===== src/cpu6Pkg.sv =====
`default_nettype none

package cpu6Pkg;

   // data path and address width
   localparam int Xlen = 32;

   // fetch restarts here after an illegal instruction
   localparam logic [Xlen-1:0] TrapVector = 32'h100;

   // architectural register count including x0
   localparam int RegCount = 32;

   // major opcodes of the supported subset
   typedef enum logic [6:0] {
      OpImm    = 7'b0010011,
      OpReg    = 7'b0110011,
      OpLui    = 7'b0110111,
      OpLoad   = 7'b0000011,
      OpStore  = 7'b0100011,
      OpBranch = 7'b1100011,
      OpJal    = 7'b1101111
   } opcodeT;

   // alu operations
   typedef enum logic [2:0] {
      AluAdd,
      AluSub,
      AluAnd,
      AluOr,
      AluXor,
      AluSlt,
      AluPassB
   } aluOpT;

   // immediate formats
   typedef enum logic [2:0] {
      ImmI,
      ImmS,
      ImmB,
      ImmU,
      ImmJ
   } immTypeT;

   // BrNone must stay at zero so that a cleared ctrl never redirects
   typedef enum logic [1:0] {
      BrNone,
      BrEq,
      BrNe,
      BrJal
   } branchTypeT;

   // decoder output carried into the execute stage
   typedef struct packed {
      logic       regWrite;
      logic       memToReg;
      logic       memWrite;
      logic       aluSrc;
      aluOpT      aluOp;
      immTypeT    immType;
      branchTypeT branchType;
   } ctrlT;

   // contents of the id/ex pipeline register
   typedef struct packed {
      logic            valid;
      ctrlT            ctrl;
      logic [Xlen-1:0] pc;
      logic [Xlen-1:0] instr;
   } idExT;

endpackage

`default_nettype wire


===== src/cpu6Fetch.sv =====
`timescale 1ns/1ps
`default_nettype none

module cpu6Fetch (
   input  logic                      clk,
   input  logic                      rst,
   input  logic                      pcSrcE,
   input  logic [cpu6Pkg::Xlen-1:0] pcNextE,
   input  logic                      excpFlush,
   output logic [cpu6Pkg::Xlen-1:0] pcF
);

   logic [cpu6Pkg::Xlen-1:0] pcPlus4F;
   logic [cpu6Pkg::Xlen-1:0] pcNextF;

   // sequential fetch address
   assign pcPlus4F = pcF + cpu6Pkg::Xlen'(4);

   // a taken branch or jump in E wins over an exception
   // since the faulting word was then fetched on a wrong path
   always_comb begin
      if (pcSrcE) begin
         pcNextF = pcNextE;
      end else if (excpFlush) begin
         pcNextF = cpu6Pkg::TrapVector;
      end else begin
         pcNextF = pcPlus4F;
      end
   end

   // pc register, fetch starts at address zero
   always_ff @(posedge clk) begin
      if (rst) begin
         pcF <= '0;
      end else begin
         pcF <= pcNextF;
      end
   end

endmodule

`default_nettype wire


===== src/cpu6Decoder.sv =====
`timescale 1ns/1ps
`default_nettype none

module cpu6Decoder (
   input  logic [cpu6Pkg::Xlen-1:0] instr,
   output cpu6Pkg::ctrlT             ctrl,
   output logic                      illegal
);

   cpu6Pkg::opcodeT opcode;
   logic [2:0]      funct3;
   logic [6:0]      funct7;

   // instruction fields
   assign opcode = cpu6Pkg::opcodeT'(instr[6:0]);
   assign funct3 = instr[14:12];
   assign funct7 = instr[31:25];

   always_comb begin
      // anything not matched below stays a zero ctrl and is flagged
      ctrl    = '0;
      illegal = 1'b0;
      case (opcode)
         cpu6Pkg::OpImm: begin
            // only addi
            ctrl.regWrite = 1'b1;
            ctrl.aluSrc   = 1'b1;
            ctrl.aluOp    = cpu6Pkg::AluAdd;
            ctrl.immType  = cpu6Pkg::ImmI;
            illegal       = (funct3 != 3'b000);
         end
         cpu6Pkg::OpReg: begin
            ctrl.regWrite = 1'b1;
            if (funct7 == 7'b0000000) begin
               case (funct3)
                  3'b000:  ctrl.aluOp = cpu6Pkg::AluAdd;
                  3'b010:  ctrl.aluOp = cpu6Pkg::AluSlt;
                  3'b100:  ctrl.aluOp = cpu6Pkg::AluXor;
                  3'b110:  ctrl.aluOp = cpu6Pkg::AluOr;
                  3'b111:  ctrl.aluOp = cpu6Pkg::AluAnd;
                  default: illegal = 1'b1;
               endcase
            end else if (funct7 == 7'b0100000 && funct3 == 3'b000) begin
               // sub is the only alternate encoding kept
               ctrl.aluOp = cpu6Pkg::AluSub;
            end else begin
               illegal = 1'b1;
            end
         end
         cpu6Pkg::OpLui: begin
            // immediate goes straight through the alu
            ctrl.regWrite = 1'b1;
            ctrl.aluSrc   = 1'b1;
            ctrl.aluOp    = cpu6Pkg::AluPassB;
            ctrl.immType  = cpu6Pkg::ImmU;
         end
         cpu6Pkg::OpLoad: begin
            // word loads only
            ctrl.regWrite = 1'b1;
            ctrl.memToReg = 1'b1;
            ctrl.aluSrc   = 1'b1;
            ctrl.aluOp    = cpu6Pkg::AluAdd;
            ctrl.immType  = cpu6Pkg::ImmI;
            illegal       = (funct3 != 3'b010);
         end
         cpu6Pkg::OpStore: begin
            ctrl.memWrite = 1'b1;
            ctrl.aluSrc   = 1'b1;
            ctrl.aluOp    = cpu6Pkg::AluAdd;
            ctrl.immType  = cpu6Pkg::ImmS;
            illegal       = (funct3 != 3'b010);
         end
         cpu6Pkg::OpBranch: begin
            // subtract and test for zero
            ctrl.aluOp   = cpu6Pkg::AluSub;
            ctrl.immType = cpu6Pkg::ImmB;
            case (funct3)
               3'b000:  ctrl.branchType = cpu6Pkg::BrEq;
               3'b001:  ctrl.branchType = cpu6Pkg::BrNe;
               default: illegal = 1'b1;
            endcase
         end
         cpu6Pkg::OpJal: begin
            ctrl.regWrite   = 1'b1;
            ctrl.immType    = cpu6Pkg::ImmJ;
            ctrl.branchType = cpu6Pkg::BrJal;
         end
         default: begin
            illegal = 1'b1;
         end
      endcase
      // partial matches above must not leak control bits
      if (illegal) begin
         ctrl = '0;
      end
   end

endmodule

`default_nettype wire


===== src/cpu6Excp.sv =====
`timescale 1ns/1ps
`default_nettype none

module cpu6Excp (
   input  logic                      clk,
   input  logic                      rst,
   input  logic                      illegal,
   input  logic                      pcSrcE,
   input  logic [cpu6Pkg::Xlen-1:0] pcF,
   output logic                      excpFlush,
   output logic [cpu6Pkg::Xlen-1:0] trapEpc
);

   // an illegal word behind a taken redirect is on the wrong path
   // and must not trap
   assign excpFlush = illegal & ~pcSrcE;

   // saved exception pc
   // holds the faulting fetch address until the next trap
   always_ff @(posedge clk) begin
      if (rst) begin
         trapEpc <= '0;
      end else if (excpFlush) begin
         trapEpc <= pcF;
      end
   end

endmodule

`default_nettype wire


===== src/cpu6IdEx.sv =====
`timescale 1ns/1ps
`default_nettype none

module cpu6IdEx (
   input  logic                      clk,
   input  logic                      rst,
   input  cpu6Pkg::ctrlT             ctrl,
   input  logic [cpu6Pkg::Xlen-1:0] pcF,
   input  logic [cpu6Pkg::Xlen-1:0] instr,
   input  logic                      pcSrcE,
   input  logic                      excpFlush,
   output cpu6Pkg::idExT             idEx
);

   logic flushE;

   // any redirect turns the word now in F into a bubble
   assign flushE = pcSrcE | excpFlush;

   // a bubble has valid low and a zero ctrl so it neither writes nor branches
   always_ff @(posedge clk) begin
      if (rst || flushE) begin
         idEx <= '0;
      end else begin
         idEx.valid <= 1'b1;
         idEx.ctrl  <= ctrl;
         idEx.pc    <= pcF;
         idEx.instr <= instr;
      end
   end

endmodule

`default_nettype wire


===== src/cpu6Datapath.sv =====
`timescale 1ns/1ps
`default_nettype none

module cpu6Datapath (
   input  logic                      clk,
   input  logic                      rst,
   input  cpu6Pkg::idExT             idEx,
   output logic                      pcSrcE,
   output logic [cpu6Pkg::Xlen-1:0] pcNextE,
   output logic [cpu6Pkg::Xlen-1:0] dataAddr,
   output logic [cpu6Pkg::Xlen-1:0] writeData,
   output logic                      memWrite,
   input  logic [cpu6Pkg::Xlen-1:0] readData
);

   logic [cpu6Pkg::Xlen-1:0] regs [1:cpu6Pkg::RegCount-1];

   logic [31:0]              instrE;
   logic [4:0]               rs1Addr;
   logic [4:0]               rs2Addr;
   logic [4:0]               rdAddr;
   logic [cpu6Pkg::Xlen-1:0] rs1Data;
   logic [cpu6Pkg::Xlen-1:0] rs2Data;
   logic [cpu6Pkg::Xlen-1:0] immE;
   logic [cpu6Pkg::Xlen-1:0] srcB;
   logic [cpu6Pkg::Xlen-1:0] aluResult;
   logic                     zeroE;
   logic [cpu6Pkg::Xlen-1:0] pcPlus4E;
   logic [cpu6Pkg::Xlen-1:0] resultE;
   logic                     regWriteE;

   // register fields of the instruction in E
   assign instrE  = idEx.instr;
   assign rs1Addr = instrE[19:15];
   assign rs2Addr = instrE[24:20];
   assign rdAddr  = instrE[11:7];

   // x0 is not stored and always reads as zero
   assign rs1Data = (rs1Addr == 5'd0) ? '0 : regs[rs1Addr];
   assign rs2Data = (rs2Addr == 5'd0) ? '0 : regs[rs2Addr];

   // immediate generator, sign extended from bit 31
   always_comb begin
      case (idEx.ctrl.immType)
         cpu6Pkg::ImmS: immE = {{20{instrE[31]}}, instrE[31:25], instrE[11:7]};
         cpu6Pkg::ImmB: immE = {{19{instrE[31]}}, instrE[31], instrE[7],
                                instrE[30:25], instrE[11:8], 1'b0};
         cpu6Pkg::ImmU: immE = {instrE[31:12], 12'b0};
         cpu6Pkg::ImmJ: immE = {{11{instrE[31]}}, instrE[31], instrE[19:12],
                                instrE[20], instrE[30:21], 1'b0};
         default:       immE = {{20{instrE[31]}}, instrE[31:20]};
      endcase
   end

   // second alu operand
   assign srcB = idEx.ctrl.aluSrc ? immE : rs2Data;

   always_comb begin
      aluResult = '0;
      case (idEx.ctrl.aluOp)
         cpu6Pkg::AluAdd:   aluResult = rs1Data + srcB;
         cpu6Pkg::AluSub:   aluResult = rs1Data - srcB;
         cpu6Pkg::AluAnd:   aluResult = rs1Data & srcB;
         cpu6Pkg::AluOr:    aluResult = rs1Data | srcB;
         cpu6Pkg::AluXor:   aluResult = rs1Data ^ srcB;
         // signed compare, result in bit 0
         cpu6Pkg::AluSlt:   aluResult[0] = ($signed(rs1Data) < $signed(srcB));
         cpu6Pkg::AluPassB: aluResult = srcB;
         default:           aluResult = '0;
      endcase
   end

   // branches subtract, so equal operands give zero
   assign zeroE = (aluResult == '0);

   // branch and jump resolution
   always_comb begin
      case (idEx.ctrl.branchType)
         cpu6Pkg::BrEq:  pcSrcE = idEx.valid & zeroE;
         cpu6Pkg::BrNe:  pcSrcE = idEx.valid & ~zeroE;
         cpu6Pkg::BrJal: pcSrcE = idEx.valid;
         default:        pcSrcE = 1'b0;
      endcase
   end

   // target is pc relative for both branch and jal
   assign pcNextE  = idEx.pc + immE;
   assign pcPlus4E = idEx.pc + cpu6Pkg::Xlen'(4);

   // data memory request in the same cycle
   assign dataAddr  = aluResult;
   assign writeData = rs2Data;
   assign memWrite  = idEx.valid & idEx.ctrl.memWrite;

   // jal links pc+4, loads take the memory word
   always_comb begin
      if (idEx.ctrl.memToReg) begin
         resultE = readData;
      end else if (idEx.ctrl.branchType == cpu6Pkg::BrJal) begin
         resultE = pcPlus4E;
      end else begin
         resultE = aluResult;
      end
   end

   // bubbles and writes to x0 are dropped
   assign regWriteE = idEx.valid & idEx.ctrl.regWrite & (rdAddr != 5'd0);

   // writeback at the end of E
   // the next instruction reads the new value without forwarding
   always_ff @(posedge clk) begin
      if (rst) begin
         for (int i = 1; i < cpu6Pkg::RegCount; i++) begin
            regs[i] <= '0;
         end
      end else if (regWriteE) begin
         regs[rdAddr] <= resultE;
      end
   end

endmodule

`default_nettype wire


===== src/cpu6Core.sv =====
`timescale 1ns/1ps
`default_nettype none

module cpu6Core (
   input  logic                      clk,
   input  logic                      rst,
   // instruction port, answers in the same cycle
   output logic [cpu6Pkg::Xlen-1:0] pcF,
   input  logic [cpu6Pkg::Xlen-1:0] instr,
   // data port
   output logic                      memWrite,
   output logic [cpu6Pkg::Xlen-1:0] dataAddr,
   output logic [cpu6Pkg::Xlen-1:0] writeData,
   input  logic [cpu6Pkg::Xlen-1:0] readData,
   // saved exception pc
   output logic [cpu6Pkg::Xlen-1:0] trapEpc
);

   cpu6Pkg::ctrlT            ctrl;
   cpu6Pkg::idExT            idEx;
   logic                     illegal;
   logic                     excpFlush;
   logic                     pcSrcE;
   logic [cpu6Pkg::Xlen-1:0] pcNextE;

   cpu6Fetch u_cpu6Fetch (
      .clk       (clk),
      .rst       (rst),
      .pcSrcE    (pcSrcE),
      .pcNextE   (pcNextE),
      .excpFlush (excpFlush),
      .pcF       (pcF)
   );

   cpu6Decoder u_cpu6Decoder (
      .instr   (instr),
      .ctrl    (ctrl),
      .illegal (illegal)
   );

   // trap decision sees the redirect from E
   cpu6Excp u_cpu6Excp (
      .clk       (clk),
      .rst       (rst),
      .illegal   (illegal),
      .pcSrcE    (pcSrcE),
      .pcF       (pcF),
      .excpFlush (excpFlush),
      .trapEpc   (trapEpc)
   );

   cpu6IdEx u_cpu6IdEx (
      .clk       (clk),
      .rst       (rst),
      .ctrl      (ctrl),
      .pcF       (pcF),
      .instr     (instr),
      .pcSrcE    (pcSrcE),
      .excpFlush (excpFlush),
      .idEx      (idEx)
   );

   cpu6Datapath u_cpu6Datapath (
      .clk       (clk),
      .rst       (rst),
      .idEx      (idEx),
      .pcSrcE    (pcSrcE),
      .pcNextE   (pcNextE),
      .dataAddr  (dataAddr),
      .writeData (writeData),
      .memWrite  (memWrite),
      .readData  (readData)
   );

endmodule

`default_nettype wire


===== config.mk =====
export PLATFORM = sky130hd
export DESIGN_NAME = cpu6Core
export DESIGN_NICKNAME = d
export VERILOG_FILES = /design/src/cpu6Pkg.sv /design/src/cpu6Fetch.sv /design/src/cpu6Decoder.sv /design/src/cpu6Excp.sv /design/src/cpu6IdEx.sv /design/src/cpu6Datapath.sv /design/src/cpu6Core.sv
export SDC_FILE = /design/constraint.sdc
export NUM_CORES = 2
export LEC_CHECK = 0
export BUFFER_PORTS_ARGS = -buffer_cell sky130_fd_sc_hd__buf_4
export CORE_MARGIN = 2
export CORE_UTILIZATION = 60
export CTS_CLUSTER_DIAMETER = 60
export CTS_CLUSTER_SIZE = 24
export DETAILED_ROUTE_END_ITERATION = 7
export GPL_ROUTABILITY_DRIVEN = 1
export PLACE_DENSITY = 0.77
export SYNTH_ARGS = -nofsm -noshare
export SYNTH_HDL_FRONTEND = slang
export SYNTH_SLANG_ARGS = --single-unit

===== constraint.sdc =====
create_clock -name clk -period 13.65 [get_ports clk]
set_input_delay 2.73 -clock clk [delete_from_list [all_inputs] [get_ports clk]]
set_output_delay 2.73 -clock clk [all_outputs]
set_load 0.005 [all_outputs]

# After elaboration in Yosys (flattened, before gate mapping)
# Memory sizes are Yosys's and may differ from the RTL's. A register that Yosys moved wholly into a read port is not among the register bits.
# Cells that the tools add are included.
# totals
out_inout_bits,129
regBits,141
inputBits,66
mem_count,1
wordCells,115
mem_bits_rw,992
# op_classes
order_cmp,1
addsub,5
n_bitwise,12
eq_ne,27
reduce_logical,18
mux,39
# memory_table
name,words,width,rd,rd_ports_with_merged_regs,wr,line_no,rtl
u_cpu6Datapath.regs,31,32,2,2,31,cpu6Datapath.sv:16,logic [cpu6Pkg::Xlen-1:0] regs [1:cpu6Pkg::RegCount-1];
# op_table
cell,n
32-bit two-way mux,8
31-bit case mux with 6 select lines,1
31-bit case mux with 4 select lines,1
77-bit two-way mux,1
"32-bit by 3-bit adder with 32-bit output, second input constant",2
32-bit adder,2
32-bit AND,1
32-bit logical NOT,1
32-bit < comparator,1
32-bit bitwise OR,1
32-bit OR reduction,1
32-bit subtractor,1
32-bit bitwise XOR,1
"7-bit by 6-bit == test with 1-bit output, second input constant",4
3-bit case mux with 4 select lines,2
"3-bit == test, second input constant",7
"3-bit by 2-bit == test with 1-bit output, second input constant",5
1-bit two-way mux,15
5-bit two-way mux,3
"7-bit == test, second input constant",2
12-bit two-way mux,1
5-bit logical NOT,2
5-bit OR reduction,2
"3-bit by 1-bit == test with 1-bit output, second input constant",3
22 further kinds,34

# Longest topological paths before layout
# depth
word_depth,14
ltp_mapped,32
ltp_nobuf,24

# By module
# From an unflattened synthesis, not the netlist that was laid out.
# hier_totals
cells_unflattened,5626
area_unflattened_um2,67768.7
# by_module_without_submodules
module,seq_area_each_um2,instances,cells_per_inst,area_each_um2
cpu6Datapath,30749.5,1,5035,61416.4
cpu6IdEx,1541.5,1,181,2686.3
cpu6Fetch,640.6,1,196,1616.6
cpu6Excp,640.6,1,145,1615.3
cpu6Decoder,0.0,1,69,434.2

# Least setup slack after synthesis
# No wires, ideal clock.
# synth_timing
path_kind,register to output
from,register u_cpu6IdEx.idEx[15] (netlist name)
to,output port dataAddr[29] in the netlist's numbering
stages_incl_launch_ff,20
slack_ps,5198
path_buffers,5
arrival_ps,5722
required_ps,10920
cell_sequence,dfxtp_1 -> clkbuf_1 -> clkbuf_1 -> clkbuf_1 -> clkbuf_1 -> mux4_2 -> mux4_2 -> nand2_1 -> a21oi_1 -> ha_1 -> clkbuf_1 -> a21oi_1 -> o21bai_1 -> o2111ai_1 -> a21o_1 -> a2111oi_0 -> o32ai_1 -> xnor2_1 -> a21oi_1 -> nand3_1
# synth_between
elab_chain_len,4
word_cells_on_any_way,10
cone_classes,add/sub: 2; mux: 4; bitwise: 3; reduce/logical: 1
# synth_rtl
item,line_no,rtl
31-bit case mux with 4 select lines or 5-bit logical NOT (tied branches),"cpu6Datapath.sv:44, cpu6Datapath.sv:39",
"32-bit two-way mux, on equally long branches","cpu6Datapath.sv:56, cpu6Datapath.sv:39",
32-bit subtractor (tied with other cells),cpu6Datapath.sv:62,cpu6Pkg::AluSub: aluResult = rs1Data - srcB;
31-bit case mux with 6 select lines (*),cpu6Datapath.sv:60,case (idEx.ctrl.aluOp)
end: declaration,cpu6Core.sv:12,"output logic [cpu6Pkg::Xlen-1:0] dataAddr,"
# Every way passes the cells marked *; elsewhere a longest branch is shown, timed or not.

# Worst setup path in the final report
# layout_timing
from,register u_cpu6IdEx.idEx[21] (netlist name)
to,output port dataAddr[26] in the netlist's numbering
# layout_between
elab_chain_len,5
word_cells_on_any_way,10
cone_classes,add/sub: 2; mux: 4; bitwise: 3; reduce/logical: 1
# layout_rtl
item,line_no,rtl
5-bit logical NOT,cpu6Datapath.sv:40,assign rs2Data = (rs2Addr == 5'd0) ? '0 : regs[rs2Addr];
32-bit two-way mux,cpu6Datapath.sv:40,
32-bit two-way mux (*),cpu6Datapath.sv:56,assign srcB = idEx.ctrl.aluSrc ? immE : rs2Data;
32-bit subtractor (tied with other cells),cpu6Datapath.sv:62,
31-bit case mux with 6 select lines (*),cpu6Datapath.sv:60,
# Marks and branches as above.

==> key figures <==
Drt
  – DRT Wirelength: 250000 um
  – Highest routed layer: met5
  – Detailed-route via count: 52812
  – DRC: 0
  – Starting DRT DRC Count: 9740
  – WL met1: 78800 um
  – Met2 routed WL: 108000 um
  – Routed wl met3: 41600 um
  – Vias/cell: 7.44
  – WL/cell: 35.2 um
  – ANT nets after route: 0
  – TritonRoute pass-1 iters: 6

Timing
  – RSZ-0062 raised after global routing: false
  – Setup violators final: 0
  – Final worst slack: 3.02 ns
  – Worst-Margin Slew: 1.39 ns
  – Max Slew Vio Count: 0
  – Worst Skew: 0.0446 ns
  – Setup total negative slack: 0 ns
  – Final period utilization: 77.9%
  – FMAX: 94.1 MHz
  – Hold Fails Final Rpt: 0
  – Max_slew headroom: 5.85%
  – Final min period: 10.63 ns

Critical path
  – Worst Setup SP: u_cpu6IdEx.idEx[21]
  – Worst Path Arrival: 7.90 ns
  – CP Launch Type: flop
  – Setup crit end kind: output pin
  – CP Cell Sequence: buf_4, buf_12, mux4_2, nand2b_1, o211ai_1, a22oi_1, and2_1, mux2_2, ha_1, inv_1, fa_1, nor2b_1, o211ai_1, a21oi_1, o22ai_1, a21oi_1, a311o_1, a2bb2oi_1, buf_4
  – Peak per-stage delay on the critical path: 0.78 ns
  – RR Startpoint: u_cpu6IdEx.idEx[21]
  – Setup CP Type: reg -> out
  – Critical path required time: 10.92 ns
  – CP max-delay cell: dfxtp_4
  – Crit path max fanout: 76

Final layout
  – Layout cell share with drive strength beyond 1: 21.3%
  – Final core utilization: 66.1%
  – Final cell count without fillers: 7095
  – NumNets Final: 5728
  – Layout area overhead: 9.42%

GRT
  – First-pass GRT wire length: 353000 um
  – Vias in the first global route: 50551
  – Initial antenna violation count: 12
  – Largest net degree at the start of global routing: 143
  – GRT Residual Overflow: 0
  – Total track usage: 43.7%

Synth
  – Main synth FF type: edfxtp_1
  – Asr flop ratio synth: 0%
  – Avg Inst Size Synth: 12.0 um2
  – Cells after Synth: 5559
  – Distinct cells, synth: 90
  – Sequential area share after synthesis: 50.0%
  – Yosys reg bits: 1158
  – Post-synth EDFFs: 1024
  – Ys Warns: 0
  – Cell Area, Synth: 0.0668 mm2

Floorplan
  – Die area: 0.114 mm2
  – Die X: 338 um
  – Die Y: 338 um
  – Row count: 122
  – Io pins: 195
  – Initial core utilization: 60.4%
  – Core Area: 0.111 mm2

Clock tree
  – CTS tree: built
  – Clk_lat worst skew: 0.74 ns
  – CTS root buffer: clkbuf_16
  – Clock Sinks: 1158
  – Worst-path clk slew: 0.08 ns
  – Max Root-Sink Buffers: 3
  – Setup bufs post-CTS: 0
  – Post-cts resize count: 0
  – CTS H-Tree Depth: 3
  – Num CTS Buffers: 93
  – Hold Buf Count CTS: 0

Power and ir drop
  – Max VDD drop: 0.125 mV
  – Cell area power density: 105 mW/mm2
  – Leak: 0.0249 uW

Run
  – Max Cap Viol: 0

Placement
  – Setup WS pre-CTS: 4.04 ns
  – Cell count after placement: 6917
  – Placed wire-length estimate: 160000 um
  – Port bufs: 194
  – Routability congestion estimate from global placement: 1.06

Worst hold path
  – HP Start: u_cpu6Excp.trapEpc[18]
  – Hold Path Class: reg -> reg

Outcome
  – Run status: finished, final reports clean
==> kinds of logic after synthesis <==
kind of cell             count (synthesis)  synth area share, %
adder cells (fa/ha/maj)                138                 2.62
flip-flops                            1158                 50.0
other                                    1              0.00561
XOR/XNOR                               108                 1.42
AO/OA/AOI/OAI                          855                 8.74
multiplexers                           672                 20.0
AND/OR/NAND/NOR                       1934                 12.9
buffers and inverters                  693                 4.30
==> registers in the layout (all words and copies together) (netlist names) <==
register             cells
u_cpu6IdEx.idEx         70
u_cpu6Datapath.regs   1024
u_cpu6Fetch.pcF         32
u_cpu6Excp.trapEpc      32
==> through the flow <==
step	power [uW]	hold WS (ns)	cell area, um2
floorplan	4460	0.459	66900
global placement	4720	0.458	69700
detailed placement	4730	0.456	69700
CTS	7630	0.470	73100
global route	7810	0.481	73100
finish	7670	0.464	73100
==> layout by cell type (no fill, tap or decap), drive strengths merged, types with 32 or more instances in the layout <==
| cell type | count |
|---|---|
| nand2b | 131 |
| a21o | 57 |
| conb | 32 |
| o31ai | 36 |
| a211oi | 67 |
| ha | 135 |
| dfxtp | 134 |
| buf | 351 |
| a22oi | 54 |
| and3 | 83 |
| nand4b | 33 |
| nand4 | 33 |
| o21ai | 120 |
| a21oi | 224 |
| xor2 | 39 |
| nor3 | 54 |
| nand2 | 200 |
| nand3 | 75 |
| xnor2 | 69 |
| inv | 218 |
| mux4 | 527 |
| mux2i | 124 |
| nor2 | 1192 |
| edfxtp | 1024 |
| clkbuf | 97 |
==> critical path, delay by kind of cell (launching register included) <==
kind                       cells  cell delay [ns]
AOI/OAI and AO/OA              8             3.25
adders and majority gates      2             0.68
buffers and inverters          4             1.25
DFF                            1             0.78
muxes                          2             0.50
and+or+nand+nor                3             0.57
==> report_power, final <==
part	internal (uW)	total, uW	leakage (uW)	switching, uW
Combinational	237	680	0.0116	444
Sequential	3950	4010	0.0117	64.4
Clock	1450	2980	0.00162	1530
==> worst paths after layout <==
check	to	slack (ns)	cells after the start
max	dataAddr[26]	3.02	19
min	u_cpu6Excp.trapEpc[18]	0.46	2
max reg2reg	u_cpu6Fetch.pcF[31]	3.65	25
min reg2reg	u_cpu6Excp.trapEpc[18]	0.46	2
==> area by class of cell <==
class	instances	area, um2
multi-input combinational	3739	31000
clock buffer	97	2410
fill	7972	37400
clock inverter	76	958
antenna	5	12.5
tap	1488	1860
timing repair buffer	351	2720
inverter	181	679
sequential	1158	33500
==> cells in the mapped netlist, types with 75 or more instances <==
cell / n / area, um2
nor2_1: 1192 / 4470
edfxtp_1: 1024 / 30700
mux4_2: 527 / 11900
clkbuf_1: 389 / 1460
a21oi_1: 224 / 1120
nand2_1: 200 / 751
inv_1: 178 / 668
ha_1: 135 / 1690
dfxtp_1: 134 / 2680
nand2b_1: 131 / 820
mux2i_1: 124 / 1240
and3_1: 83 / 519
o21ai_0: 81 / 405
nand3_1: 75 / 375
==> metal layers <==
| layer | vias up | GRT usage (%) |
|---|---|---|
| met5 | - | 0.553 |
| met4 | 20 | 28.9 |
| met3 | 1236 | 16.4 |
| met2 | 5230 | 64.8 |
| met1 | 25490 | 53.9 |
| li1 | 20836 | - |
No activity file was read; power rests on OpenSTA's default activity.
